### src/source/usbBufPkg.sv
// USB line buffer shared widths, bus encodings, address map and line states
`default_nettype none

package usbBufPkg;

	// pointer is word index plus symbol-in-word
	localparam int PtrBits = 10;
	localparam int SymBits = 9;

	// bit 8 marks end-of-packet, bits 7..0 carry a byte
	typedef logic [SymBits-1:0] symbol_t;

	localparam symbol_t EopSymbol = 9'h100;

	// symbol 0 in the low bits
	typedef struct packed {
		symbol_t [3:0] sym;
	} bufWord_s;

	typedef enum logic [1:0] {
		MmioReady = 2'b00,
		MmioOk = 2'b01,
		MmioHold = 2'b10
	} mmioOk_e;

	// opm bits 4..3 select read or write, bits 2..0 give the size
	typedef struct packed {
		logic [31:0] addr;
		logic [4:0] opm;
		logic [63:0] data;
	} mmioReq_s;

	typedef struct packed {
		logic [63:0] data;
		mmioOk_e ok;
	} mmioResp_s;

	typedef struct packed {
		logic [15-SymBits:0] pad;
		symbol_t sym;
	} busLane_s;

	typedef struct packed {
		busLane_s [3:0] lane;
	} bufLanes_s;

	typedef struct packed {
		logic [31-PtrBits:0] endPad;
		logic [PtrBits-1:0] endPtr;
		logic [31-PtrBits:0] startPad;
		logic [PtrBits-1:0] startPtr;
	} ptrPair_s;

	// buffer window sees symbol lanes, control page sees pointer pairs
	typedef union packed {
		bufLanes_s bufLanes;
		ptrPair_s ptrPair;
	} mmioWord_u;

	typedef struct packed {
		logic dp;
		logic dm;
	} usbLine_s;

	localparam usbLine_s LineJ = '{dp: 1'b1, dm: 1'b0};
	localparam usbLine_s LineK = '{dp: 1'b0, dm: 1'b1};
	localparam usbLine_s LineSe0 = '{dp: 1'b0, dm: 1'b0};

	localparam logic [15:0] BufWindow = 16'h8000;
	localparam logic [15:0] CtlWindow = 16'hE800;
	localparam logic [7:0] RegRxPtr = 8'h00;
	localparam logic [7:0] RegTxPtr = 8'h10;
	localparam logic [7:0] RegStatus = 8'h08;

	// receiver packet level plus one-cycle symbol write request
	typedef struct packed {
		logic busy;
		logic valid;
		symbol_t symbol;
	} rxStatus_s;

endpackage

`default_nettype wire

### src/source/usbTxEncoder.sv
// USB transmitter sequencing sync, NRZI data with bit stuffing, EOP and line drive
`timescale 1ns/1ns
`default_nettype none

module usbTxEncoder (
	input wire clock,
	input wire reset,
	input wire bitStrobe,
	input wire txPending,
	input wire usbBufPkg::symbol_t txSymbol,
	output logic txAdvance,
	output logic txBusy,
	output usbBufPkg::usbLine_s lineOut,
	output logic lineOe
);

	typedef enum logic [1:0] {
		TxIdle,
		TxSync,
		TxData,
		TxEop
	} txState_e;

	txState_e state;
	usbBufPkg::usbLine_s toggled;

	logic [7:0] shiftReg;
	logic [2:0] bitCount;
	logic [2:0] onesCount;
	logic [1:0] eopCount;
	logic stuffNow;
	logic dataBit;

	assign txBusy = state != TxIdle;
	assign stuffNow = onesCount == 3'd6;
	assign dataBit = shiftReg[0];
	assign toggled = (lineOut == usbBufPkg::LineJ) ? usbBufPkg::LineK : usbBufPkg::LineJ;

	always_ff @(posedge clock)
	begin
		if (reset)
		begin
			state <= TxIdle;
			lineOut <= usbBufPkg::LineJ;
			lineOe <= 1'b0;
			onesCount <= '0;
			bitCount <= '0;
			eopCount <= '0;
			txAdvance <= 1'b0;
		end
		else
		begin
			txAdvance <= 1'b0;
			if (bitStrobe)
			begin
				case (state)
					TxIdle:
					begin
						lineOut <= usbBufPkg::LineJ;
						lineOe <= 1'b0;
						if (txPending)
						begin
							// sync byte, sent LSB first
							state <= TxSync;
							shiftReg <= 8'h80;
							bitCount <= '0;
							onesCount <= '0;
						end
					end
					TxSync, TxData:
					begin
						lineOe <= 1'b1;
						if (stuffNow)
						begin
							// extra toggle, byte position held
							lineOut <= toggled;
							onesCount <= '0;
						end
						else
						begin
							lineOut <= dataBit ? lineOut : toggled;
							onesCount <= dataBit ? onesCount + 3'd1 : 3'd0;
							shiftReg <= shiftReg >> 1;
							bitCount <= bitCount + 3'd1;
							if (bitCount == 3'd7)
							begin
								eopCount <= '0;
								if (txPending && !txSymbol[8])
								begin
									shiftReg <= txSymbol[7:0];
									txAdvance <= 1'b1;
									state <= TxData;
								end
								else
								begin
									// marker symbol is consumed too
									txAdvance <= txPending;
									state <= TxEop;
								end
							end
						end
					end
					TxEop:
					begin
						if (eopCount == 2'd0 && stuffNow)
						begin
							lineOut <= toggled;
							onesCount <= '0;
						end
						else
						begin
							eopCount <= eopCount + 2'd1;
							case (eopCount)
								2'd0, 2'd1: lineOut <= usbBufPkg::LineSe0;
								2'd2: lineOut <= usbBufPkg::LineJ;
								default:
								begin
									lineOe <= 1'b0;
									state <= TxIdle;
								end
							endcase
						end
					end
					default:
					begin
						state <= TxIdle;
					end
				endcase
			end
		end
	end

endmodule

`default_nettype wire

### config.mk
export PLATFORM = sky130hd
export DESIGN_NAME = usbTxEncoder
export DESIGN_NICKNAME = d
export VERILOG_FILES = /design/src/source/usbBufPkg.sv /design/src/source/usbTxEncoder.sv
export SDC_FILE = /design/constraint.sdc
export NUM_CORES = 1
export LEC_CHECK = 0
export ABC_AREA = 1
export BUFFER_PORTS_ARGS = -buffer_cell sky130_fd_sc_hd__buf_4
export CORE_UTILIZATION = 45
export CTS_CLUSTER_DIAMETER = 40
export DETAILED_ROUTE_END_ITERATION = 16
export GPL_ROUTABILITY_DRIVEN = 0
export PLACE_DENSITY = 0.66
export SLEW_MARGIN = 20
export SYNTH_ARGS = -nofsm -noshare
export SYNTH_HDL_FRONTEND = slang
export SYNTH_SLANG_ARGS = --single-unit
### constraint.sdc
create_clock -name clock -period 3.55 [get_ports clock]
set_input_delay 0.355 -clock clock [delete_from_list [all_inputs] [get_ports clock]]
set_output_delay 0.355 -clock clock [all_outputs]
set_load 0.01 [all_outputs]
# [Word level (Yosys, flattened, before mapping)]
# Index checks and enable logic that the tools add are counted.
[classes] addsub=3 eq_ne=16 mux=33 bitwise_logic=4 n_reduce_logical=19
[ops] op="2-to-1 mux 8 bit" n=4
[ops] op="2-to-1 mux 2 bit" n=12
[ops] op="one-hot mux 8 bit (2 select lines)" n=1
[ops] op="2-to-1 mux 3 bit" n=5
[ops] op="inequality test 2 bit, second input constant" n=6
[ops] op="one-hot mux 2 bit (3 select lines)" n=2
[ops] op="AND reduction 5 bit" n=2
[ops] op="one-hot mux 3 bit (3 select lines)" n=1
[ops] op="AND reduction 3 bit" n=3
[ops] op="== test 2 bit, second input constant" n=4
[ops] op="one-hot mux 2 bit (2 select lines)" n=2
[ops] op="adder 3 x 1 -> 3 bit, second input constant" n=2
[ops] op="== test 3 bit, second input constant" n=2
[ops] op="one-hot mux 3 bit (2 select lines)" n=1
[ops] op="AND reduction 6 bit" n=1
[ops] op="nonzero test 2 bit" n=3
[ops] op="OR reduction 5 bit" n=1
[ops] op="== test 2 x 1 -> 1 bit, second input constant" n=2
[ops] op="zero test 2 bit" n=2
[ops] op="2-to-1 mux 1 bit" n=4
[ops] op="inequality test 4 bit, second input constant" n=1
[ops] op="inverter 1 bit" n=4
[ops] op="AND reduction 4 bit" n=1
[ops] op="OR reduction 2 bit" n=2
[ops] op="other kinds (6)" n=7
[totals] register_bits=22 input_bits=13 out_inout_bits=5 elab_cells=84

# [Logic depth before layout (Yosys ltp)]
[logic_depth] depth_word=6 depth_mapped=10

# [Worst setup path before layout]
# Ideal clock, no wire load.
[synth_path] path_type="register to register" startpoint="register state[0]" endpoint="register shiftReg[0], enable pin" arrival_time_ns=1.316 required_ns=3.180 setup_slack_ns=1.864 path_stages_with_launch=6 path_buffers=0 synth_period_minus_slack_ns=1.686 cell_sequence="dfxtp_1 inv_1 ha_1 a21oi_4 nand3_1 nor2_1"
[synth_between] elab_chain_cells=4
[synth_lines] element="from (decl)" line="usbTxEncoder.sv:24" rtl="txState_e state;"
[synth_lines] element="from (signal assigned)" line="usbTxEncoder.sv:43" rtl="state <= TxIdle;"
[synth_lines] element="from (signal assigned)" line="usbTxEncoder.sv:64" rtl="state <= TxSync;"
[synth_lines] element="from (signal assigned)" line="usbTxEncoder.sv:92" rtl="state <= TxData;"
[synth_lines] element="== test 2 x 1 -> 1 bit / == test 2 bit (equally long branches)" line="usbTxEncoder.sv:56" rtl="case (state)"
[synth_lines] element="OR reduction 2 bit" line="usbTxEncoder.sv:56"
[synth_lines] element="inequality test 2 bit (no source line) / nonzero test 2 bit (equally long branches)"
[synth_lines] element="AND reduction 5 bit (no source line) *"
[synth_lines] element="to (signal assigned)" line="usbTxEncoder.sv:83" rtl="shiftReg <= shiftReg >> 1;"
[synth_lines] element="to (signal assigned)" line="usbTxEncoder.sv:90" rtl="shiftReg <= txSymbol[7:0];"
[synth_lines] element="to (decl)" line="usbTxEncoder.sv:27" rtl="logic [7:0] shiftReg;"
# Mark *: on every way between the ends. The rest lies on a longest branch, timed or not.
# A chain may end at the register's enable or synchronous reset.

# [Final worst setup path]
[layout_path] startpoint="register state[0]" endpoint="register shiftReg[1], enable pin"
# The elaborated chain is that of the path after synthesis.

==> impl_metrics.toml <==
[cells_and_area]
num-nets-final = 216
area_delta_synth_final_pct = 14.5
layout-drive-gt1-share_pct = 16.7
diodes = 0

[grt]
grt_overflow = 0
antenna_found_initial = 0
grt_pass1_vias = 1058
track_usage_pct = 20.3
grt_max_degree = 17
grt_pass1_wl_um = 4360

[power_and_ir_drop]
leakage_nw = 0.673
p_sw_mw = 0.298
peakVddDrop_uv = 303
p_sw_share_pct = 39.4
pwr-share-clk_pct = 16.1
power.density_nw_per_um2 = 521
combinationalPowerShare_pct = 41.1
power.internal_mw = 0.459
p_seq_share_pct = 42.8

[floorplanning]
die_y_um = 55.1
std_cell_rows = 18
dieArea_um2 = 3040
io_pins = 18
core-area_um2 = 2570
initial_core_util_pct = 49.5
die_x_um = 55.1

[setup_path]
end_kind = "register"
crit_arrival_ns = 2.02
rrSetupSlack_ns = 1.49
startpoint_type = "register"
reg2reg_depth = 5
crit_type = "register to register"
critPathRequiredTime_ns = 3.52
crit_path_max_fanout = 16

[clock_tree]
clkTransAtPathRegs_ns = 0.13
htree_levels = 1
clock_latency_ns = 0.32
cts_setup_buffers = 0
numCtsBuffers = 3
cts_resized = 0
cts-root-buf = "clkbuf_4"
clock_sink_count = 22
cts_tree = "built"
clockBufferDepth = 2
holdBufCountCts = 0

[route]
drt_iter0_drc = 21
ant_nets = 0
vias = 1109
wl_per_cell_um = 11.8
viasPerCell = 5.00
routed_wl_um = 2620
drc = 0
drt_pre_antenna_iters = 4

[placement]
dp.final_hpwl_um = 2070
place.port_buffers = 17
dp_slack_ns = 1.52

[synth]
yosys_warnings = 0
yosysSeqAreaShare_pct = 41.0
synthTopCellsByArea = "dfxtp_1, edfxtp_1, nor2_1"
synthTopCellsByCount = "nor2_1, nand2_1, inv_1"
netlist_instances = 172
synth_most_common_cell = "nor2_1"
synth_top_area_share_pct = 22.1
synth_seq_cells = 22
synthArstFlopShare_pct = 0
ys.flop_type = "dfxtp_1"
avgSynthCellArea_um2 = 7.38
netlist_area_um2 = 1270
synthDistinctLibCells = 21
synth-edff-count = 8
syn-num-nets = 195
synth_top_area_cell = "dfxtp_1"

[timing]
max_freq_mhz = 486
relSlewSlack_pct = 54.7
fin_tns_setup_ns = 0
finalCritPeriodShare_pct = 58.0
slew_viol_final = 0
skew_ns = 0.00450
hold_viol = 0
setup_viol_count_final = 0
holdWs_ns = 0.227
rsz0062_at_grt = "no"
setup_slack_ns = 1.49
fin_crit_ns = 2.06
worst_pin_slew_ns = 0.677

[min_path]
hold_path.class = "input pin to register"
whs_path_depth = 2

[outcome]
status = "complete, no violations"

[job]
cap_violations = 0
[worst max-delay path, stage by stage, from the launching register on]
cell and delay (ns):
dfxtp_1 0.38, inv_1 0.06, ha_1 0.47, nand3_1 0.17, nand3_1 0.10, nor2_1 0.54
[cells in the final DEF (no fill, tap or decap), drive strengths merged]
master	count
nand2	39
clkbuf	3
nand3	12
edfxtp	8
nor2	40
dfxtp	14
o21ai	11
inv	21
ha	10
buf	17
o21bai	1
a21oi	10
nand4	3
clkinv	3
[state kept, by name (all words and copies together), names as in the netlist]
register	count
onesCount	3
shiftReg	8
eopCount	2
lineOut	2
lineOe	1
state	2
txAdvance	1
bitCount	3
[metal layers]
layer  wire length, µm  vias up  GRT usage (%)  share of wire (%)
met5                 0        -              0                  0
met4                25        0           8.33               0.95
met3                74        4           2.46                2.8
met2              1280       16           35.7                 49
met1              1240      500           24.8                 47
li1                  -      589              -                  -
[final cells by class]
class	instances	area (µm²)
Timing Repair Buffer	17	128
Sequential cell	22	520
Clock buffer	3	22.5
Fill cell	243	1110
Clock inverter	1	3.75
Tap cell	30	37.5
Multi-Input combinational cell	126	654
Inverter	23	87.6
[power by group through the flow]
stage | Clock (mW) | Combinational, mW | Sequential [mW]
finish | 0.122 | 0.312 | 0.324
global route | 0.132 | 0.358 | 0.327
CTS | 0.125 | 0.313 | 0.324
detailed placement | 0 | 0.312 | 0.330
global placement | 0 | 0.306 | 0.327
floorplan | 0 | 0.234 | 0.327
[metrics by stage]
stage | instances | util [%] | power (mW) | cell area [µm²]
2_1_floorplan | 172 | - | 0.561 | 1270
3_3_place_gp | 218 | 55.6 | 0.633 | 1430
3_5_place_dp | 218 | 55.6 | 0.641 | 1430
4_1_cts | 222 | 56.6 | 0.762 | 1450
5_1_grt | 222 | 56.6 | 0.817 | 1450
6_report | 222 | 56.6 | 0.757 | 1450
[final timing paths]
| path | from | end |
|---|---|---|
| worst max-delay path | state[0]$_SDFFE_PP0P_ | shiftReg[1]$_SDFFCE_PP0P_ |
| worst min-delay path | reset | bitCount[2]$_SDFFE_PP0P_ |
| worst max register to register | state[0]$_SDFFE_PP0P_ | shiftReg[1]$_SDFFCE_PP0P_ |
| worst min register to register | bitCount[2]$_SDFFE_PP0P_ | bitCount[2]$_SDFFE_PP0P_ |
[cell families (layout without fill, tap and decap cells)]
| kind of cell | Yosys count | in the layout | share of synthesized area, % |
|---|---|---|---|
| and+or+nand+nor | 94 | 94 | 31.9 |
| adders and majority gates | 10 | 10 | 9.85 |
| AOI/OAI and AO/OA | 22 | 22 | 9.75 |
| DFF | 22 | 22 | 41.0 |
| buffers and inverters | 24 | 44 | 7.49 |
(Power assumes the default switching activity.)
