`src/source/usbBufPkg.sv`:
```
// USB line buffer shared widths, bus encodings, address map and line states
`default_nettype none

package usbBufPkg;

	// pointer is word index plus symbol-in-word
	localparam int PtrBits = 10;
	localparam int SymBits = 9;

	// bit 8 marks end-of-packet, bits 7..0 carry a byte
	typedef logic [SymBits-1:0] symbol_t;

	localparam symbol_t EopSymbol = 9'h100;

	// symbol 0 in the low bits
	typedef struct packed {
		symbol_t [3:0] sym;
	} bufWord_s;

	typedef enum logic [1:0] {
		MmioReady = 2'b00,
		MmioOk = 2'b01,
		MmioHold = 2'b10
	} mmioOk_e;

	// opm bits 4..3 select read or write, bits 2..0 give the size
	typedef struct packed {
		logic [31:0] addr;
		logic [4:0] opm;
		logic [63:0] data;
	} mmioReq_s;

	typedef struct packed {
		logic [63:0] data;
		mmioOk_e ok;
	} mmioResp_s;

	typedef struct packed {
		logic [15-SymBits:0] pad;
		symbol_t sym;
	} busLane_s;

	typedef struct packed {
		busLane_s [3:0] lane;
	} bufLanes_s;

	typedef struct packed {
		logic [31-PtrBits:0] endPad;
		logic [PtrBits-1:0] endPtr;
		logic [31-PtrBits:0] startPad;
		logic [PtrBits-1:0] startPtr;
	} ptrPair_s;

	// buffer window sees symbol lanes, control page sees pointer pairs
	typedef union packed {
		bufLanes_s bufLanes;
		ptrPair_s ptrPair;
	} mmioWord_u;

	typedef struct packed {
		logic dp;
		logic dm;
	} usbLine_s;

	localparam usbLine_s LineJ = '{dp: 1'b1, dm: 1'b0};
	localparam usbLine_s LineK = '{dp: 1'b0, dm: 1'b1};
	localparam usbLine_s LineSe0 = '{dp: 1'b0, dm: 1'b0};

	localparam logic [15:0] BufWindow = 16'h8000;
	localparam logic [15:0] CtlWindow = 16'hE800;
	localparam logic [7:0] RegRxPtr = 8'h00;
	localparam logic [7:0] RegTxPtr = 8'h10;
	localparam logic [7:0] RegStatus = 8'h08;

	// receiver packet level plus one-cycle symbol write request
	typedef struct packed {
		logic busy;
		logic valid;
		symbol_t symbol;
	} rxStatus_s;

endpackage

`default_nettype wire

```
`src/source/usbBufMmioCtrl.sv`:
```
// MMIO bus controller with address decode, buffer arbitration and packet pointer registers
`timescale 1ns/1ns
`default_nettype none

module usbBufMmioCtrl #(
	parameter int BufAddrBits = 8
) (
	input wire clock,
	input wire reset,
	input wire usbBufPkg::mmioReq_s mmioReq,
	output wire usbBufPkg::mmioResp_s mmioResp,
	input wire usbBufPkg::rxStatus_s rxStatus,
	input wire txBusy,
	input wire txAdvance,
	input wire usbBufPkg::bufWord_s rxRdData,
	input wire usbBufPkg::bufWord_s txRdData,
	output logic [BufAddrBits-1:0] rxRdAddr,
	output logic [BufAddrBits-1:0] rxWrAddr,
	output logic [BufAddrBits-1:0] txRdAddr,
	output logic [BufAddrBits-1:0] txWrAddr,
	output usbBufPkg::bufWord_s rxWrData,
	output usbBufPkg::bufWord_s txWrData,
	output logic rxWrEn,
	output logic txWrEn,
	output logic txPending,
	output usbBufPkg::symbol_t txSymbol
);

	// top bit of the word index inside a pointer
	localparam int WordTop = BufAddrBits + 1;

	usbBufPkg::mmioReq_s reqReg;
	usbBufPkg::mmioResp_s respReg;
	usbBufPkg::mmioWord_u reqWord;
	usbBufPkg::mmioWord_u rdWord;
	usbBufPkg::bufWord_s busSymbols;
	usbBufPkg::bufWord_s selWord;
	usbBufPkg::bufWord_s mergedWord;
	usbBufPkg::symbol_t rmwSymbol;

	logic [usbBufPkg::PtrBits-1:0] rxStart;
	logic [usbBufPkg::PtrBits-1:0] rxEnd;
	logic [usbBufPkg::PtrBits-1:0] txStart;
	logic [usbBufPkg::PtrBits-1:0] txEnd;
	logic [BufAddrBits-1:0] busWord;
	logic [7:0] regOffset;

	logic isRead;
	logic isWrite;
	logic sizeOk;
	logic lowPage;
	logic bufSel;
	logic ctlSel;
	logic reqActive;
	logic txSide;
	logic bufBusy;
	logic bufIssue;
	logic bufIssued;
	logic done;
	logic rmwPending;

	assign mmioResp = respReg;

	// request decode
	always_comb
	begin
		reqWord = reqReg.data;
		isRead = reqReg.opm[4:3] == 2'b01;
		isWrite = reqReg.opm[4:3] == 2'b10;
		sizeOk = reqReg.opm[2:0] == 3'b011;
		lowPage = reqReg.addr[31:16] == 16'h0000;
		bufSel = lowPage && (reqReg.addr[15:12] == usbBufPkg::BufWindow[15:12]);
		ctlSel = lowPage && (reqReg.addr[15:8] == usbBufPkg::CtlWindow[15:8]);
		reqActive = (isRead || isWrite) && (bufSel || ctlSel);
		txSide = reqReg.addr[11];
		busWord = reqReg.addr[BufAddrBits+2:3];
		regOffset = reqReg.addr[7:0];
		// receiver writes and both packet directions lock the buffers
		bufBusy = rxStatus.busy || rxStatus.valid || rmwPending || txBusy;
		bufIssue = reqActive && bufSel && !done && !bufIssued && !bufBusy;
	end

	// read data and write symbols in both word forms
	always_comb
	begin
		selWord = txSide ? txRdData : rxRdData;
		rdWord = '0;
		for (int i = 0; i < 4; i++)
		begin
			busSymbols.sym[i] = reqWord.bufLanes.lane[i].sym;
		end
		if (ctlSel)
		begin
			if (sizeOk && regOffset == usbBufPkg::RegRxPtr)
			begin
				rdWord.ptrPair.startPtr = rxStart;
				rdWord.ptrPair.endPtr = rxEnd;
			end
			else if (sizeOk && regOffset == usbBufPkg::RegTxPtr)
			begin
				rdWord.ptrPair.startPtr = txStart;
				rdWord.ptrPair.endPtr = txEnd;
			end
			else if (sizeOk && regOffset == usbBufPkg::RegStatus)
			begin
				rdWord = {62'b0, txBusy, rxStatus.busy};
			end
		end
		else
		begin
			for (int i = 0; i < 4; i++)
			begin
				rdWord.bufLanes.lane[i].sym = selWord.sym[i];
			end
		end
	end

	// buffer ports; read ports follow the pointers unless the bus takes them
	always_comb
	begin
		mergedWord = rxRdData;
		mergedWord.sym[rxEnd[1:0]] = rmwSymbol;
		rxRdAddr = (bufIssue && !txSide) ? busWord : rxEnd[WordTop:2];
		txRdAddr = (bufIssue && txSide) ? busWord : txStart[WordTop:2];
		rxWrEn = rmwPending || (bufIssue && isWrite && !txSide);
		rxWrAddr = rmwPending ? rxEnd[WordTop:2] : busWord;
		rxWrData = rmwPending ? mergedWord : busSymbols;
		txWrEn = bufIssue && isWrite && txSide;
		txWrAddr = busWord;
		txWrData = busSymbols;
		txPending = txStart != txEnd;
		txSymbol = txRdData.sym[txStart[1:0]];
	end

	always_ff @(posedge clock)
	begin
		if (reset)
		begin
			reqReg.opm <= '0;
		end
		else
		begin
			reqReg.opm <= mmioReq.opm;
		end
		reqReg.addr <= mmioReq.addr;
		reqReg.data <= mmioReq.data;
	end

	always_ff @(posedge clock)
	begin
		if (reset)
		begin
			rxStart <= '0;
			rxEnd <= '0;
			txStart <= '0;
			txEnd <= '0;
			respReg.ok <= usbBufPkg::MmioReady;
			done <= 1'b0;
			bufIssued <= 1'b0;
			rmwPending <= 1'b0;
		end
		else
		begin
			// merge happens the cycle after the request, once the word is read
			rmwPending <= rxStatus.valid;
			if (rxStatus.valid)
			begin
				rmwSymbol <= rxStatus.symbol;
			end
			if (rmwPending)
			begin
				rxEnd <= rxEnd + 1'b1;
			end
			if (txAdvance)
			begin
				txStart <= txStart + 1'b1;
			end

			if (!reqActive)
			begin
				done <= 1'b0;
				bufIssued <= 1'b0;
				respReg.ok <= usbBufPkg::MmioReady;
			end
			else if (done)
			begin
				respReg.ok <= usbBufPkg::MmioOk;
			end
			else if (ctlSel)
			begin
				respReg.ok <= usbBufPkg::MmioOk;
				respReg.data <= rdWord;
				done <= 1'b1;
				if (isWrite && sizeOk && regOffset == usbBufPkg::RegRxPtr)
				begin
					rxStart <= reqWord.ptrPair.startPtr;
					rxEnd <= reqWord.ptrPair.endPtr;
				end
				if (isWrite && sizeOk && regOffset == usbBufPkg::RegTxPtr)
				begin
					txStart <= reqWord.ptrPair.startPtr;
					txEnd <= reqWord.ptrPair.endPtr;
				end
			end
			else if (bufIssued)
			begin
				respReg.ok <= usbBufPkg::MmioOk;
				respReg.data <= rdWord;
				done <= 1'b1;
				bufIssued <= 1'b0;
			end
			else
			begin
				respReg.ok <= usbBufPkg::MmioHold;
				bufIssued <= bufIssue;
			end
		end
	end

endmodule

`default_nettype wire

```
`config.mk`:
```
export PLATFORM = sky130hd
export DESIGN_NAME = usbBufMmioCtrl
export DESIGN_NICKNAME = d
export VERILOG_FILES = /design/src/source/usbBufPkg.sv /design/src/source/usbBufMmioCtrl.sv
export SDC_FILE = /design/constraint.sdc
export NUM_CORES = 1
export LEC_CHECK = 0
export ABC_AREA = 1
export BUFFER_PORTS_ARGS = -buffer_cell sky130_fd_sc_hd__buf_2
export CAP_MARGIN = 20
export CORE_AREA = 2 2 144 146
export CTS_CLUSTER_DIAMETER = 150
export DETAILED_ROUTE_END_ITERATION = 10
export DIE_AREA = 0 0 146 148
export PLACE_DENSITY = 0.8
export SYNTH_ARGS = -nofsm -noshare
export SYNTH_HDL_FRONTEND = slang
export SYNTH_SLANG_ARGS = --single-unit
```
`constraint.sdc`:
```
create_clock -name clock -period 5.65 [get_ports clock]
set_input_delay 0.2825 -clock clock [delete_from_list [all_inputs] [get_ports clock]]
set_output_delay 0.2825 -clock clock [all_outputs]
set_load 0.05 [all_outputs]
```
# Word level (Yosys, flattened, before mapping)
# Cells that the tools add are included.
[op_classes]
eq_ne = 8
magnitude_cmp = 3
n_addsub = 2
bitwise = 4
reduce_logical = 39
mux = 44
[ops]
columns = ["cell", "count"]
rows = [
  ["$mux 10", 14],
  ["$mux 36", 2],
  ["$mux 22", 3],
  ["$mux 66", 1],
  ["$mux 64", 1],
  ["$mux 9", 6],
  ["$bwmux 36", 1],
  ["$mux 7", 4],
  ["$mux 8", 3],
  ["$add 10x1->10 const B", 2],
  ["$logic_and 1x1->1", 19],
  ["$bmux 9 s2", 1],
  ["$demux 9 s2", 1],
  ["$logic_not 16->1", 1],
  ["$reduce_and 4->1", 3],
  ["$ne 10x10->1", 1],
  ["$eq 8x4->1 const B", 1],
  ["$eq 8x5->1 const B", 1],
  ["$eq 8x8->1 const B", 1],
  ["$logic_not 8->1", 1],
  ["$logic_or 1x1->1", 6],
  ["$lt 2x3->1 const B", 2],
  ["$mux 1", 5],
  ["$eq 4x4->1 const B", 1],
  ["other kinds (11)", 19],
]
[totals]
out_inout_bits = 182
word_cells = 114
regBits = 212
in_bits = 188

# Logic depth before layout (Yosys ltp)
[logic_depth]
ltp_word = 11
ltp_mapped = 13
depth_no_buf = 11

# Worst setup path before layout
# OpenSTA, ideal clock, no wires.
[synth_timing]
kind = "reg-to-reg"
startpoint = "reg reqReg[80] in the netlist's numbering"
endpoint = "reg respReg, in the netlist mmioResp[10], enable pin"
n_path_buf = 3
stages_incl_launch_ff = 10
setup_ns = 0.491
slack_ns = 1.073
required_time_ns = 5.159
arrival_ns = 4.086
cell_sequence = "dfxtp_1 > buf_4 > inv_2 > nor2_4 > nand2_1 > nor2_1 > nand3_1 > buf_2 > buf_1 > a211oi_1"
[synth_via]
elab_chain_cells = 5
word_cells_on_any_way = 6
classes_between = "1 x eq/ne; 5 x reduce/logical"
[synth_lines]
columns = ["item", "line", "text"]
rows = [
  ["start: declaration", "usbBufMmioCtrl.sv:32", "usbBufPkg::mmioReq_s reqReg;"],
  ["$eq 8x8->1 *", "usbBufMmioCtrl.sv:73", "ctlSel = lowPage && (reqReg.addr[15:8] == usbBufPkg::CtlWindow[15:8]);"],
  ["$logic_and 1x1->1 *", "usbBufMmioCtrl.sv:73", ""],
  ["$logic_or 1x1->1", "usbBufMmioCtrl.sv:74", "reqActive = (isRead || isWrite) && (bufSel || ctlSel);"],
  ["$logic_and 1x1->1", "usbBufMmioCtrl.sv:74", ""],
  ["$reduce_and 4->1 (no source line) *", "-", ""],
  ["end: declaration", "usbBufMmioCtrl.sv:33", "usbBufPkg::mmioResp_s respReg;"],
]
# Mark *: on every way between the ends. The rest lies on a longest branch, timed or not.
# A chain may end at the register's enable or synchronous reset.

# Worst setup path after layout
[layout_timing]
startpoint = "reg rmwPending"
endpoint = "out txRdAddr[0]"
[layout_via]
elab_chain_cells = 6
[layout_lines]
columns = ["item", "line", "text"]
rows = [
  ["start: declaration", "usbBufMmioCtrl.sv:60", "logic rmwPending;"],
  ["start signal: assignment", "usbBufMmioCtrl.sv:165", "rmwPending <= rxStatus.valid;"],
  ["$logic_or 1x1->1 (2 in series)", "usbBufMmioCtrl.sv:79", "bufBusy = rxStatus.busy || rxStatus.valid || rmwPending || txBusy;"],
  ["$logic_not 1->1", "usbBufMmioCtrl.sv:80", "bufIssue = reqActive && bufSel && !done && !bufIssued && !bufBusy;"],
  ["$logic_and 1x1->1", "usbBufMmioCtrl.sv:80", ""],
  ["$logic_and 1x1->1", "usbBufMmioCtrl.sv:124", "txRdAddr = (bufIssue && txSide) ? busWord : txStart[WordTop:2];"],
  ["$mux 8", "usbBufMmioCtrl.sv:124", ""],
  ["end: declaration", "usbBufMmioCtrl.sv:19", "output logic [BufAddrBits-1:0] txRdAddr,"],
]
# Every way passes these cells.

==> key figures <==
STA
  – RSZ-0062 raised after global routing: false
  – Hold Fails Final Rpt: 0
  – Setup total negative slack: 0 ps
  – Max-slew violation total from the final report: 0
  – Final setup skew: 7.68 ps
  – Maximum clock frequency: 0.293 GHz
  – Share of the cycle needed by the critical path after routing: 60.4%
  – Count of final setup violators: 0
  – Tmin final: 3410 ps
  – Worst rel slew slack: 33.6%
  – Worst slew pin tran: 995 ps

Synth
  – Share of the synthesized area in the top cell type: 28.7%
  – Post-Synthesis Mean Instance Area: 7.55 µm²
  – Seq cells post-synth: 167
  – Most instantiated flip-flop cell in the synthesis netlist: sky130_fd_sc_hd__dfxtp_1
  – Most numerous cell in the Yosys netlist: sky130_fd_sc_hd__nor2_1
  – Largest area contributor in the netlist: sky130_fd_sc_hd__dfxtp_1
  – Share of flip-flops with an asynchronous set or reset after synthesis: 0%
  – Syn. warnings: 0
  – Top cells by count, synth: sky130_fd_sc_hd__nor2_1, sky130_fd_sc_hd__nand2_1, sky130_fd_sc_hd__inv_1
  – Post-synthesis instance total: 1,109
  – Largest cells by area after synthesis: sky130_fd_sc_hd__dfxtp_1, sky130_fd_sc_hd__edfxtp_1, sky130_fd_sc_hd__nor2_1
  – Post-synth EDFFs: 47
  – Cell area after synthesis: 0.00838 mm²
  – Portion of the post-synthesis area used by sequential elements: 45.5%
  – Number of distinct library cells after synthesis: 37

Global route
  – Via count of the first global-routing pass: 8,219
  – Antenna violations before repair: 1
  – Total grt overflow: 0
  – Wire length of the first global-routing pass: 47.4 mm
  – Overall track demand over capacity in global routing: 29.1%
  – Maximum number of pins on one net before global-route repair: 74

Clock network
  – Later-pin clock latency in the skew report: 440 ps
  – H-tree level count: 4
  – CTS Root Buffer Type: sky130_fd_sc_hd__clkbuf_16
  – Clock slew at the register clock pins of the worst setup and hold paths: 70 ps
  – Buffers inserted during post-CTS setup optimization: 0
  – Buffer depth of the longest clock path: 2
  – CTS tree: done
  – Total clock buffers created by CTS: 17
  – Clock sink count: 167

Finish
  – # nets final: 1,617
  – Area growth, synth to finish: 31.0%
  – Layout cell share with drive strength beyond 1: 26.6%
  – Utilization after layout: 54.8%

Status
  – Status: finished, final reports clean

Pwr
  – Leakage dissipation: 5.25 nW
  – Power per Cell Area: 279 mW/mm²
  – Worst ir drop on vdd: 0.224 mV

Critical path
  – Critical path capture point: txRdAddr[0]
  – Setup slack of the most critical reg-to-reg path: 2610 ps
  – Worst endpoint data arrival time: 3130 ps
  – Critical path startpoint category: register
  – Critical register-to-register path startpoint: reqReg[80]$_DFF_P_
  – Worst setup path start: rmwPending$_SDFF_PP0_
  – Max FO, Critical Path: 24
  – Category of the worst setup path capture point: output port
  – R2r worst-path depth: 11
  – Worst path required time: 5370 ps
  – CP Class: reg -> out
  – Capturing point of the worst reg2reg path: mmioResp[50]$_SDFFCE_PN0P_

Route
  – DRT Pass-1 Iters: 6
  – Via count: 8,695
  – Mean number of vias per cell: 5.09
  – DRC viols: 0
  – Number of nets with antenna violations after routing: 0
  – Average detailed-routed wire length per instance: 18.8 µm
  – Drt first-iter violations: 1,040
  – Total length of routed wires: 32.1 mm

Placement
  – PortBufs: 317
  – Final RePlAce weighted congestion: 0.980
  – HPWL after detailed placement: 23.9 mm

Floorplanning
  – Boundary pin count: 370
  – Standard cell core area: 0.0200 mm²
  – Die height: 148 µm
  – Die Wd: 146 µm
  – Initial Utilization: 41.8%
  – Die area: 0.0216 mm²
  – Standard-cell rows: 52

Run
  – Max Cap Violations: 0

Worst hold path
  – Type of the tightest min-delay check: in -> reg
-- registers in the layout, indices dropped and copies added, names as in the netlist, 9 cells and up --
register,flops
txStart,10
txEnd,10
rxStart,10
reqWord,38
mmioResp,40
rmwSymbol,9
rxEnd,10
reqReg,26
-- through the flow --
stage | total power [W] | instances | hold WS, ps | cell area (µm²) | setup slack (ps)
global route | 0.00315 | 1707 | 6.50 | 11000 | 2110
finish | 0.00306 | 1707 | 16.3 | 11000 | 2240
detailed placement | 0.00188 | 1604 | 386 | 9700 | 2670
CTS | 0.00305 | 1706 | 10.4 | 11000 | 2350
floorplan | 0.00173 | 1134 | 310 | 8470 | 1070
global placement | 0.00188 | 1604 | 384 | 9700 | 2720
-- metal layers --
metal / vias up / wire length [µm] / global-route usage, %
met4: 0 / 1460 / 13.2
met1: 3947 / 12900 / 38.5
li1: 4096 / - / -
met2: 551 / 14600 / 46.0
met5: - / 0 / 0
met3: 101 / 3070 / 5.93
-- placed cells by master (no fill, tap or decap), types with 7 or more instances in the layout --
master | synthesis | routed
sky130_fd_sc_hd__nor2_1 | 184 | 183
sky130_fd_sc_hd__xor2_1 | 18 | 18
sky130_fd_sc_hd__edfxtp_1 | 47 | 47
sky130_fd_sc_hd__a21oi_1 | 75 | 75
sky130_fd_sc_hd__nand2_1 | 182 | 182
sky130_fd_sc_hd__buf_2 | 4 | 317
sky130_fd_sc_hd__dlygate4sd3_1 | 0 | 70
sky130_fd_sc_hd__nor3_1 | 12 | 12
sky130_fd_sc_hd__conb_1 | 1 | 26
sky130_fd_sc_hd__nand3_1 | 29 | 29
sky130_fd_sc_hd__o21ai_0 | 110 | 110
sky130_fd_sc_hd__a22oi_1 | 14 | 14
sky130_fd_sc_hd__o22ai_1 | 11 | 11
sky130_fd_sc_hd__o21bai_1 | 7 | 7
sky130_fd_sc_hd__buf_4 | 71 | 7
sky130_fd_sc_hd__clkbuf_16 | 0 | 17
sky130_fd_sc_hd__inv_1 | 121 | 121
sky130_fd_sc_hd__dfxtp_1 | 120 | 118
-- power breakdown --
group | switching [W] | internal [W] | total, W
Combinational | 0.000439 | 0.000166 | 0.000605
Sequential | 0.0000295 | 0.00127 | 0.00130
Clock | 0.000518 | 0.000638 | 0.00116
-- logic make-up (layout without fill, tap and decap cells) --
logic type | Yosys count | in the layout | synth area share [%]
buffers and inverters | 250 | 552 | 14.8
AND/OR/NAND/NOR | 435 | 435 | 21.9
adder cells (fa/ha/maj) | 6 | 6 | 0.896
AO/OA/AOI/OAI | 228 | 228 | 14.6
other | 1 | 27 | 0.0448
flip-flops | 167 | 167 | 45.5
XOR/XNOR | 22 | 22 | 2.30
-- cell type report --
type / instances / area (µm²)
clock inverters: 12 / 115
fillers: 1873 / 9060
repair buffers: 394 / 2340
well taps: 270 / 338
multi-input cells: 717 / 3430
clock buffers: 20 / 457
diodes: 1 / 2.50
inverters: 126 / 473
flip-flops and latches: 167 / 3820
-- repair_timing --
action,in CTS,in global routing
hold buffers,70,0
hold endpoints to repair,70,0
gates resized for setup,0,0
-- worst max-delay path, stage by stage (launching register included) --
cell and delay (ps):
sky130_fd_sc_hd__dfxtp_2 320, sky130_fd_sc_hd__inv_1 580, sky130_fd_sc_hd__nand4_1 220, sky130_fd_sc_hd__nor4_2 280
sky130_fd_sc_hd__nand3_1 510, sky130_fd_sc_hd__o21ai_0 440, sky130_fd_sc_hd__buf_2 340
-- how the worst min path moves through the flow --
stage                startpoint                endpoint  slack, ps  cells after the start
floorplan           mmioReq[69]    regOffset[0]$_DFF_P_        310                      0
global placement     mmioReq[8]      reqWord[8]$_DFF_P_        380                      1
detailed placement  mmioReq[22]     reqWord[22]$_DFF_P_        390                      1
CTS                 rxStatus[4]  rmwSymbol[4]$_DFFE_PP_         10                      1
global route        rxStatus[3]  rmwSymbol[3]$_DFFE_PP_          7                      1
finish              rxStatus[3]  rmwSymbol[3]$_DFFE_PP_         20                      1
Power figures use the tool's default switching activity.
