==> config.mk <==
export PLATFORM = sky130hd
export DESIGN_NAME = usbRxDecoder
export DESIGN_NICKNAME = d
export VERILOG_FILES = /design/src/source/usbBufPkg.sv /design/src/source/usbRxDecoder.sv
export SDC_FILE = /design/constraint.sdc
export NUM_CORES = 1
export LEC_CHECK = 0
export CAP_MARGIN = 10
export CORE_AREA = 2 2 71 73
export DETAILED_ROUTE_END_ITERATION = 16
export DIE_AREA = 0 0 73 75
export DONT_BUFFER_PORTS = 1
export MAX_ROUTING_LAYER = met4
export PLACE_DENSITY = 0.43
export SYNTH_ARGS = -nofsm -noshare
export SYNTH_HDL_FRONTEND = slang
export SYNTH_SLANG_ARGS = --single-unit
==> constraint.sdc <==
create_clock -name clock -period 4.55 [get_ports clock]
set_input_delay 0.91 -clock clock [delete_from_list [all_inputs] [get_ports clock]]
set_output_delay 0.91 -clock clock [all_outputs]
set_load 0.02 [all_outputs]
==> src/source/usbBufPkg.sv <==
// USB line buffer shared widths, bus encodings, address map and line states
`default_nettype none

package usbBufPkg;

	// pointer is word index plus symbol-in-word
	localparam int PtrBits = 10;
	localparam int SymBits = 9;

	// bit 8 marks end-of-packet, bits 7..0 carry a byte
	typedef logic [SymBits-1:0] symbol_t;

	localparam symbol_t EopSymbol = 9'h100;

	// symbol 0 in the low bits
	typedef struct packed {
		symbol_t [3:0] sym;
	} bufWord_s;

	typedef enum logic [1:0] {
		MmioReady = 2'b00,
		MmioOk = 2'b01,
		MmioHold = 2'b10
	} mmioOk_e;

	// opm bits 4..3 select read or write, bits 2..0 give the size
	typedef struct packed {
		logic [31:0] addr;
		logic [4:0] opm;
		logic [63:0] data;
	} mmioReq_s;

	typedef struct packed {
		logic [63:0] data;
		mmioOk_e ok;
	} mmioResp_s;

	typedef struct packed {
		logic [15-SymBits:0] pad;
		symbol_t sym;
	} busLane_s;

	typedef struct packed {
		busLane_s [3:0] lane;
	} bufLanes_s;

	typedef struct packed {
		logic [31-PtrBits:0] endPad;
		logic [PtrBits-1:0] endPtr;
		logic [31-PtrBits:0] startPad;
		logic [PtrBits-1:0] startPtr;
	} ptrPair_s;

	// buffer window sees symbol lanes, control page sees pointer pairs
	typedef union packed {
		bufLanes_s bufLanes;
		ptrPair_s ptrPair;
	} mmioWord_u;

	typedef struct packed {
		logic dp;
		logic dm;
	} usbLine_s;

	localparam usbLine_s LineJ = '{dp: 1'b1, dm: 1'b0};
	localparam usbLine_s LineK = '{dp: 1'b0, dm: 1'b1};
	localparam usbLine_s LineSe0 = '{dp: 1'b0, dm: 1'b0};

	localparam logic [15:0] BufWindow = 16'h8000;
	localparam logic [15:0] CtlWindow = 16'hE800;
	localparam logic [7:0] RegRxPtr = 8'h00;
	localparam logic [7:0] RegTxPtr = 8'h10;
	localparam logic [7:0] RegStatus = 8'h08;

	// receiver packet level plus one-cycle symbol write request
	typedef struct packed {
		logic busy;
		logic valid;
		symbol_t symbol;
	} rxStatus_s;

endpackage

`default_nettype wire

==> src/source/usbRxDecoder.sv <==
// USB receiver with sync detect, NRZI decode, destuffing, byte assembly and EOP detect
`timescale 1ns/1ns
`default_nettype none

module usbRxDecoder (
	input wire clock,
	input wire reset,
	input wire usbBufPkg::usbLine_s lineIn,
	input wire lineOe,
	input wire bitStrobe,
	output logic resync,
	output usbBufPkg::rxStatus_s rxStatus
);

	usbBufPkg::usbLine_s lineMeta;
	usbBufPkg::usbLine_s lineSync;
	usbBufPkg::usbLine_s lineLast;
	usbBufPkg::usbLine_s prevLine;
	usbBufPkg::symbol_t wrSymbol;

	logic [7:0] bitShift;
	logic [7:0] shiftNext;
	logic [2:0] onesCount;
	logic [2:0] bitCount;
	logic inPacket;
	logic wrValid;
	logic lineBit;
	logic isData;

	// NRZI: no change is a one
	assign lineBit = lineSync == prevLine;
	assign shiftNext = {lineBit, bitShift[7:1]};
	assign isData = lineSync.dp != lineSync.dm;
	assign resync = !lineOe && (lineSync != lineLast);
	assign rxStatus = '{busy: inPacket, valid: wrValid, symbol: wrSymbol};

	always_ff @(posedge clock)
	begin
		if (reset)
		begin
			lineMeta <= usbBufPkg::LineJ;
			lineSync <= usbBufPkg::LineJ;
			lineLast <= usbBufPkg::LineJ;
		end
		else
		begin
			lineMeta <= lineIn;
			lineSync <= lineMeta;
			lineLast <= lineSync;
		end
	end

	always_ff @(posedge clock)
	begin
		if (reset)
		begin
			inPacket <= 1'b0;
			prevLine <= usbBufPkg::LineJ;
			bitShift <= 8'hFF;
			onesCount <= '0;
			bitCount <= '0;
			wrValid <= 1'b0;
		end
		else
		begin
			wrValid <= 1'b0;
			if (bitStrobe && !lineOe)
			begin
				if (!isData)
				begin
					// SE0 closes the packet
					if (inPacket)
					begin
						wrValid <= 1'b1;
						wrSymbol <= usbBufPkg::EopSymbol;
					end
					inPacket <= 1'b0;
					prevLine <= usbBufPkg::LineJ;
					bitShift <= 8'hFF;
				end
				else
				begin
					prevLine <= lineSync;
					if (!inPacket)
					begin
						bitShift <= shiftNext;
						// seven zeros then a one, KJKJKJKK on the line
						if (shiftNext == 8'h80)
						begin
							inPacket <= 1'b1;
							onesCount <= 3'd1;
							bitCount <= '0;
						end
					end
					else if (onesCount == 3'd6 && !lineBit)
					begin
						// stuffed zero
						onesCount <= '0;
					end
					else
					begin
						bitShift <= shiftNext;
						onesCount <= lineBit ? onesCount + 3'd1 : 3'd0;
						bitCount <= bitCount + 3'd1;
						if (bitCount == 3'd7)
						begin
							wrValid <= 1'b1;
							wrSymbol <= {1'b0, shiftNext};
						end
					end
				end
			end
		end
	end

endmodule

`default_nettype wire

# ---- Yosys cells after proc, flatten, opt, wreduce, memory -nomap -nowiden
# Cells that the tools add are included.
dict set report classes {
  mux 24
  n_addsub 2
  n_eq_ne 10
  bitwise_logic 2
  reduce_logical 11
}
# cell n
set ops {}
lappend ops {{9-bit 2-to-1 mux} 5}
lappend ops {{8-bit 2-to-1 mux} 3}
lappend ops {{3-bit 2-to-1 mux} 7}
lappend ops {{8-bit == test, second input constant} 1}
lappend ops {{1-bit 2-to-1 mux} 8}
lappend ops {{3-bit by 1-bit adder with 3-bit output, second input constant} 2}
lappend ops {{3-bit == test, second input constant} 2}
lappend ops {{5-bit AND reduction} 1}
lappend ops {{2-bit != test, second input constant} 2}
lappend ops {{4-bit AND reduction} 1}
lappend ops {{1-bit logical AND} 3}
lappend ops {{3-bit != test, second input constant} 1}
lappend ops {{3-bit AND reduction} 1}
lappend ops {{2-bit == test} 1}
lappend ops {{1-bit logical NOT} 2}
lappend ops {{2-bit 2-to-1 mux} 1}
lappend ops {{2-bit by 1-bit != test with 1-bit output, second input constant} 1}
lappend ops {{2-bit != test} 1}
lappend ops {{1-bit inverter} 2}
lappend ops {{2-bit AND reduction} 1}
lappend ops {{2-bit nonzero test} 1}
lappend ops {{2-bit OR reduction} 1}
lappend ops {{1-bit != test} 1}
dict set report totals {
  word_cells 63
  in_bits 6
  register_bits 33
}

# ---- Longest topological paths before layout
# Gate-level depths: netlist of run 1.
dict set report logic_depth {
  depth_word 6
  depth_mapped 7
  mapped_depth_nobuf 6
}

# ---- Least setup slack after synthesis of run 1
# No wires, ideal clock.
dict set report synth_path {
  path_kind {input to register}
  start {in reset}
  end {reg wrSymbol[0], enable pin}
  arrival_ps 2082
  path_slack_ps 2078
  required_ps 4160
  setup_ps 390
  stages 4
  path_cell_list {clkbuf_1 inv_1 nand2_1 a211oi_1}
}
dict set report synth_between {
  elab_chain_len 2
}
# element line_no
set synth_rtl {}
lappend synth_rtl {{start: declaration} usbRxDecoder.sv:7} ;# input wire reset,
lappend synth_rtl {{1-bit inverter (no source line)} --}
lappend synth_rtl {{5-bit AND reduction (no source line)} --}
lappend synth_rtl {{end signal: assignment} usbRxDecoder.sv:75} ;# wrSymbol <= usbBufPkg::EopSymbol;
lappend synth_rtl {{end signal: assignment} usbRxDecoder.sv:108} ;# wrSymbol <= {1'b0, shiftNext};
lappend synth_rtl {{end: declaration} usbRxDecoder.sv:19} ;# usbBufPkg::symbol_t wrSymbol;
# No other way between the ends.
# A chain may end at the register's enable or synchronous reset.

# ---- Final worst setup path of run 1
dict set report layout_path {
  start {reg lineSync[1] in the netlist's numbering}
  end {reg bitShift[3]}
}
dict set report layout_between {
  elab_chain_len 5
  elab_cells_between_ends 7
  classes_between {eq/ne (3); mux (1); reduce/logical (3)}
}
# element line_no
set layout_rtl {}
lappend layout_rtl {{start: declaration} usbRxDecoder.sv:16} ;# usbBufPkg::usbLine_s lineSync;
lappend layout_rtl {{start signal: assignment} usbRxDecoder.sv:42} ;# lineSync <= usbBufPkg::LineJ;
lappend layout_rtl {{start signal: assignment} usbRxDecoder.sv:48} ;# lineSync <= lineMeta;
lappend layout_rtl {{2-bit == test} usbRxDecoder.sv:31} ;# assign lineBit = lineSync == prevLine;
lappend layout_rtl {{1-bit logical NOT} usbRxDecoder.sv:95} ;# else if (onesCount == 3'd6 && !lineBit)
lappend layout_rtl {{1-bit logical AND} usbRxDecoder.sv:95}
lappend layout_rtl {{3-bit != test (no source line)} --}
lappend layout_rtl {{2-bit AND reduction (no source line)} --}
lappend layout_rtl {{end signal: assignment} usbRxDecoder.sv:86} ;# bitShift <= shiftNext;
lappend layout_rtl {{end signal: assignment} usbRxDecoder.sv:102} ;# bitShift <= shiftNext;
lappend layout_rtl {{end: declaration} usbRxDecoder.sv:21} ;# logic [7:0] bitShift;
# Several ways; a longest one is shown, not always the timed one.

==> results of run 1 <==
==> kinds of logic (layout without fill, tap and decap cells) <==
| logic type | Yosys count | in the layout |
|---|---|---|
| fa+ha+maj | 6 | 6 |
| buf+inv | 12 | 13 |
| xor+xnor | 6 | 6 |
| mux | 1 | 1 |
| compound gates | 29 | 29 |
| simple gates | 40 | 40 |
| flops | 32 | 32 |
==> sequential cells by signal (all words and copies together), names as in the netlist <==
signal,count
bitCount,3
onesCount,3
lineMeta,2
inPacket,1
lineSync,2
prevLine,2
lineLast,2
wrSymbol,9
wrValid,1
bitShift,7
==> synth_stat cells, types with 3 or more instances <==
| cell type | instances |
|---|---|
| nand2_1 | 12 |
| edfxtp_1 | 9 |
| nor2b_1 | 12 |
| dfxtp_1 | 23 |
| o32a_1 | 6 |
| o21ai_0 | 4 |
| clkbuf_1 | 4 |
| nor3_1 | 3 |
| a21oi_1 | 8 |
| xnor2_1 | 4 |
| inv_1 | 4 |
| ha_1 | 6 |
==> routing by layer <==
layer	vias to the layer above	global-route usage, %	part of all wire (%)
met3	2	5.09	5.2
met5	-	-	0
li1	449	-	-
met4	0	5.56	0.86
met1	408	13.5	50
met2	28	15.6	44
==> per-stage QoR <==
step	cells	utilization, %
6_report	181	32.2
5_1_grt	181	32.2
4_1_cts	181	32.2
3_5_place_dp	173	29.8
3_3_place_gp	173	29.8
2_1_floorplan	126	-
==> cell type report <==
type	instances	area [um2]
Clock inverter	3	42.5
Sequential cell	32	731
Inverter	4	15.0
Clock buffer	5	68.8
Fill cell	477	3160
Multi-Input combinational cell	82	568
Tap cell	54	67.6
Timing Repair Buffer	1	7.51
==> path summary, 6_finish.rpt <==
| check | from | to | slack [ns] |
|---|---|---|---|
| max reg2reg | lineSync[1] | bitShift[3] | 2.23 |
| min | lineMeta[1] | lineSync[1] | 0.41 |
| max | lineSync[1] | bitShift[3] | 2.23 |
| min reg2reg | lineMeta[1] | lineSync[1] | 0.41 |
==> power breakdown <==
| part | internal [mW] | switching, mW | leakage, nW |
|---|---|---|---|
| clock | 0.162 | 0.107 | 0.0541 |
| combinational | 0.0101 | 0.0170 | 0.197 |
| sequential | 0.297 | 0.00311 | 0.267 |
| total | 0.469 | 0.127 | 0.518 |
==> reports/qor.csv, run 1 <==
metric,value,unit
run_status,"complete, no violations",
wl_per_cell,14.1,um
initial_core_util,29.0,%
slowest_stage,or3b_1,
antenna_cells,0,
critPathKind,reg -> reg,
die_y,75,um
ant_nets,0,
routed_wl,2550,um
first_pass_iters,4,
synth-edff-count,9,
slew_headroom,66.8,%
fin_setup_tns,0,ns
synth-seq-area-share,54.0,%
synthMuxAreaShare,0.832,%
drt_iter0_markers,43,
netlist-cell-type-count,33,
grt_pass1_wl,4300,um
cts.sinks,32,
p_leak,0.518,nW
vdd_drop_max,0.148,mV
cts_buffers,5,
cp_num_cells,5,
rsz0062_at_grt,false,
final_cell_mix,"23 x dfxtp_1, 12 x nand2_1, 12 x nor2b_1",
synth-main-ff-cell,dfxtp_1,
area_delta_synth_final,10.8,%
clk_pin_slew,0.07,ns
clock_path_buffers,2,
fin_crit_sh,50.9,%
hold_ws,0.413,ns
synth_fa_ha_area_share,5.55,%
die_x,73,um
num_vias,887,
syn_inst,126,
antenna_found_initial,0,
crit_chain,inv_1 -> ha_1 -> or3b_1 -> or3_1 -> o32a_1,
cp.arrival,2.48,ns
ys_top_cells_by_area,"dfxtp_1 34%, edfxtp_1 20%, ha_1 5.5%, nor2b_1 5.5%, o32a_1 4.4%",
finish.instance_area,0.00150,mm2
row_count,25,
cts_max_level,2,
hold_violations,0,
path_buf_inv,1,
holdPathStages,1,
synthesis.area,0.00135,mm2
maxCapViolations,0,
fin_nets,138,
finalCriticalPeriod,2.32,ns
post_cts_buffers,0,
dp_hpwl,1810,um
avgSynthCellArea,10.7,um2
path_delay_family,simple AND/OR/NAND/NOR gates,
grt_max_degree,20,
fin_ws,2.23,ns
worstMarginPinSlew,0.493,ns
synth-simple-area-share,15.9,%
finalMaxSlewViolations,0,
drive_above_1_share,10.2,%
gr-total-overflow,0,
cp.required,4.72,ns
place_area,0.00139,mm2
finalSetupViolCount,0,
max_stage_delay,0.55,ns
io_pins,18,
rr_worst_depth,5,
ctsRootBufferMaster,clkbuf_8,
core,0.00466,mm2
final.setup_skew,0.00707,ns
synth_fp_nets,138,
power_density,397,mW/mm2
cts_tree,built,
gp_congestion,0.740,
async_flop_share,0,%
synth_top_family_by_area,simple AND/OR/NAND/NOR gates,
grt_use_total,11.2,%
total_power,0.596,mW
yosysTopAreaCellShare,34.0,%
clk_latency,0.28,ns
viasPerCell,4.90,
synth_xor_area_share,3.88,%
yosys.area.top_type,dfxtp_1,
dieArea,0.00548,mm2
route.detailed.drc,0,
hold_path.class,reg -> reg,
endpoint_kind,register,
post_cts_resized,0,
startpoint_type,register,
grt_pass1_vias,845,
place_ws,2.25,ns
cp_max_fo,14,
yosysWarnings,0,
fmax,0.432,GHz
final_common_cell,dfxtp_1,
cts_hold_buf,0,
port_buffers,0,
ys_ff_latch,32,
synth-compound-area-share,15.8,%
No activity file was read; power rests on OpenSTA's default activity.
==> run 2: changes to the inputs <==
==> constraint.sdc (replaced) <==
create_clock -name clock -period 2.3 [get_ports clock]
set_input_delay 0.46 -clock clock [delete_from_list [all_inputs] [get_ports clock]]
set_output_delay 0.46 -clock clock [all_outputs]
set_load 0.02 [all_outputs]
==> reports/qor.csv, run 2 (synthesized netlist as in run 1, its figures left out) <==
metric,value,unit
run_status,"complete, no violations",
antenna_found_initial,0,
cts.sinks,32,
critPathLaunch,lineSync[1],
final.setup_skew,0.00786,ns
clock_path_buffers,2,
startpoint_type,register,
die_x,73,um
cp.arrival,2.24,ns
finalCriticalPeriod,2.07,ns
fin_crit_sh,90.0,%
num_vias,906,
row_count,25,
routed_wl,2430,um
holdPathStages,1,
endpoint_kind,register,
cts_buffers,5,
slowest_stage,or3b_1,
io_pins,18,
worstMarginPinSlew,0.453,ns
clk_pin_slew,0.07,ns
ctsRootBufferMaster,clkbuf_8,
cts_hold_buf,0,
cts_max_level,2,
die_y,75,um
first_pass_iters,4,
grt_pass1_vias,924,
finalMaxSlewViolations,0,
clk_latency,0.29,ns
drt_iter0_markers,17,
crit_chain,inv_1 -> ha_1 -> or3b_1 -> or3_1 -> o32a_1,
ant_nets,0,
viasPerCell,4.95,
fin_nets,140,
rsz0062_at_grt,false,
gp_congestion,0.814,
p_leak,0.529,nW
antenna_cells,0,
area_delta_synth_final,12.3,%
r2r-start,lineSync[1],
power_density,779,mW/mm2
maxCapViolations,0,
dp_hpwl,1800,um
route.detailed.drc,0,
drive_above_1_share,12.4,%
top_register,wrSymbol,
slew_headroom,69.5,%
post_cts_resized,0,
gr-total-overflow,0,
cp.required,2.47,ns
rr_worst_depth,5,
port_buffers,0,
core,0.00466,mm2
grt_max_degree,20,
dieArea,0.00548,mm2
vdd_drop_max,0.365,mV
hold_violations,0,
hold_ws,0.241,ns
cts_tree,built,
fin_setup_tns,0,ns
initial_core_util,29.0,%
hold_start,reset,
cp_max_fo,7,
max_stage_delay,0.49,ns
largest_register_ffs,9,
grt_use_total,11.2,%
reg.largest.list,"wrSymbol (9), bitShift (7)",
fmax,0.483,GHz
grt_pass1_wl,4370,um
critPathKind,reg -> reg,
final_cell_mix,"23 x dfxtp_1, 12 x nand2_1, 12 x nor2b_1",
hold_path.class,in -> reg,
finalSetupViolCount,0,
final_common_cell,dfxtp_1,
post_cts_buffers,0,
wl_per_cell,13.3,um
run 2: path summary, 6_finish.rpt:
| path | end | slack (ns) |
|---|---|---|
| setup reg to reg | bitShift[6] | 0.23 |
| setup / recovery | bitShift[6] | 0.23 |
| hold / removal | lineLast[0] | 0.24 |
| hold reg to reg | lineSync[1] | 0.42 |
run 2: through the flow:
step	instance area, um2	std cells	setup WS [ns]	utilization (%)	power (mW)
finish	1520	183	0.230	32.6	1.18
global route	1520	183	0.0985	32.6	1.24
CTS	1520	183	0.221	32.6	1.20
detailed placement	1410	175	0.232	30.2	0.662
global placement	1410	175	0.276	30.2	0.663
floorplan	1360	126	0.269	-	0.653
run 2: routing by layer:
layer,vias up,global-route usage [%],wire length [um]
met5,-,-,0
met1,422,13.1,1230
met4,0,4.94,46
met3,6,4.82,117
li1,454,-,-
met2,24,16.6,1040
run 2: power by group:
part,leakage (nW),switching [mW],internal (mW)
combinational,0.207,0.0343,0.0213
sequential,0.267,0.00626,0.588
clock,0.0541,0.214,0.320
run 2: cell type report:
cell class,count,area (um2)
clock inverter,3,42.5
sequential,32,731
multi-input combinational,82,573
timing repair buffer,3,22.5
clock buffer,5,68.8
tap,54,67.6
inverter,4,15.0
fill,485,3140
run 2: critical path: cells and delay by family, from the launching register on:
family	cells	cell delay [ns]
simple gates	2	0.94
flops	1	0.40
fa+ha+maj	1	0.31
compound gates	1	0.20
buf+inv	1	0.10
==> run 3: changes to the inputs <==
--- a/config.mk
+++ b/config.mk
@@ -6,12 +6,12 @@
 export NUM_CORES = 1
 export LEC_CHECK = 0
 export CAP_MARGIN = 10
-export CORE_AREA = 2 2 71 73
+export CORE_AREA = 2 2 53 55
 export DETAILED_ROUTE_END_ITERATION = 16
-export DIE_AREA = 0 0 73 75
+export DIE_AREA = 0 0 55 57
 export DONT_BUFFER_PORTS = 1
 export MAX_ROUTING_LAYER = met4
-export PLACE_DENSITY = 0.43
+export PLACE_DENSITY = 0.69
 export SYNTH_ARGS = -nofsm -noshare
 export SYNTH_HDL_FRONTEND = slang
 export SYNTH_SLANG_ARGS = --single-unit
==> reports/qor.csv, run 3 (synthesized netlist as in run 1, its figures left out) <==
metric,value,unit
pwr-share-comb,5.8,%
gp_congestion,0.799,
drive_above_1_share,11.5,%
clock_path_buffers,2,
reg2reg_to,bitShift[3],
antenna_cells,0,
area_delta_synth_final,6.84,%
post_cts_resized,0,
grt_pass1_vias,854,
critPathLaunch,lineSync[1],
die_y,57,um
dp_hpwl,1660,um
cp.arrival,2.35,ns
grt_pass1_wl,3940,um
hold_path.class,in -> reg,
num_vias,920,
grt_use_total,18.3,%
fmax,0.471,GHz
p_clk_share,33.6,%
r2r-start,lineSync[1],
p_leak,0.512,nW
antenna_found_initial,0,
fin_setup_tns,0,ns
critPathKind,reg -> reg,
p_int,0.760,mW
final.setup_skew,0.00480,ns
cts_tree,built,
route.detailed.drc,0,
wl_per_cell,14.3,um
seq_power_share,60.6,%
cts_max_level,2,
rr_worst_depth,5,
routed_wl,2310,um
drt_iter0_markers,19,
rsz0062_at_grt,false,
slew_headroom,69.6,%
final_cell_mix,"23 x dfxtp_1, 12 x nand2_1, 12 x nor2b_1",
startpoint_type,register,
initial_core_util,51.8,%
cp.required,2.52,ns
fin_nets,141,
grt_max_degree,20,
ctsRootBufferMaster,clkbuf_4,
finalSetupViolCount,0,
viasPerCell,5.71,
power_density,676,mW/mm2
swShare,22.3,%
clk_pin_slew,0.09,ns
finalCriticalPeriod,2.12,ns
cts.sinks,32,
post_cts_buffers,0,
dieArea,0.00314,mm2
core,0.00262,mm2
ant_nets,0,
run_status,"complete, no violations",
clk_latency,0.33,ns
reg.largest.list,"wrSymbol (9), bitShift (7)",
endpoint,bitShift[3],
worstMarginPinSlew,0.452,ns
maxCapViolations,0,
ff2ff_setup_slack,0.18,ns
finish.instance_area,0.00145,mm2
port_buffers,0,
cp_max_fo,7,
finalMaxSlewViolations,0,
row_count,19,
cts_buffers,5,
endpoint_kind,register,
io_pins,18,
vdd_drop_max,0.505,mV
gr-total-overflow,0,
top_register,wrSymbol,
hold_violations,0,
die_x,55,um
largest_register_ffs,9,
final_common_cell,dfxtp_1,
place_area,0.00139,mm2
first_pass_iters,4,
num-fill-cells,255,
p_sw,0.218,mW
cts_hold_buf,0,
fin_crit_sh,92.4,%
run 3: routing by layer:
metal / up-vias / global-route usage, % / part of all wire, %
li1: 458 / - / -
met1: 432 / 22.9 / 46
met2: 24 / 26.0 / 47
met3: 6 / 8.38 / 5.1
met4: 0 / 6.27 / 1.7
met5: - / - / 0
run 3: critical path: stages, from the launching register on:
cell and delay [ns]:
dfxtp_1 0.43, inv_1 0.11, ha_1 0.32, or3b_1 0.50, or3_1 0.45, o32a_1 0.21
run 3: how the worst min path moves through the flow:
| stage | cells past startpoint | startpoint | to | slack, ns |
|---|---|---|---|---|
| after floorplan | 1 | lineMeta[1] | lineSync[1] | 0.39 |
| after global placement | 1 | lineMeta[1] | lineSync[1] | 0.41 |
| after detailed placement | 1 | lineMeta[1] | lineSync[1] | 0.40 |
| after CTS | 1 | reset | lineSync[0] | 0.18 |
| after global routing | 1 | reset | onesCount[1] | 0.16 |
| final | 1 | reset | onesCount[1] | 0.19 |
run 3: power by group through the flow:
stage | Clock [mW] | Combinational (mW) | Sequential (mW)
finish | 0.328 | 0.0568 | 0.593
CTS | 0.334 | 0.0567 | 0.593
floorplan | 0 | 0.0481 | 0.605
global placement | 0 | 0.0551 | 0.605
detailed placement | 0 | 0.0565 | 0.606
global route | 0.364 | 0.0636 | 0.594
run 3: through the flow:
stage	utilization [%]	power (mW)	instances	setup slack [ns]	hold slack [ns]
final	55.3	0.978	161	0.176	0.188
after global routing	55.3	1.02	161	0.0930	0.162
after CTS	55.3	0.983	161	0.188	0.177
after detailed placement	53.1	0.662	153	0.216	0.396
after global placement	53.1	0.660	153	0.299	0.409
after floorplan	-	0.653	126	0.269	0.389
run 3: layout make-up:
| class | count | area, um2 | share of cell area [%] |
|---|---|---|---|
| Sequential cell | 32 | 731 | 50.5 |
| Timing Repair Buffer | 4 | 30.0 | 2.08 |
| Clock buffer | 8 | 58.8 | 4.07 |
| Tap cell | 31 | 38.8 | 2.68 |
| Multi-Input combinational cell | 82 | 573 | 39.6 |
| Inverter | 4 | 15.0 | 1.04 |
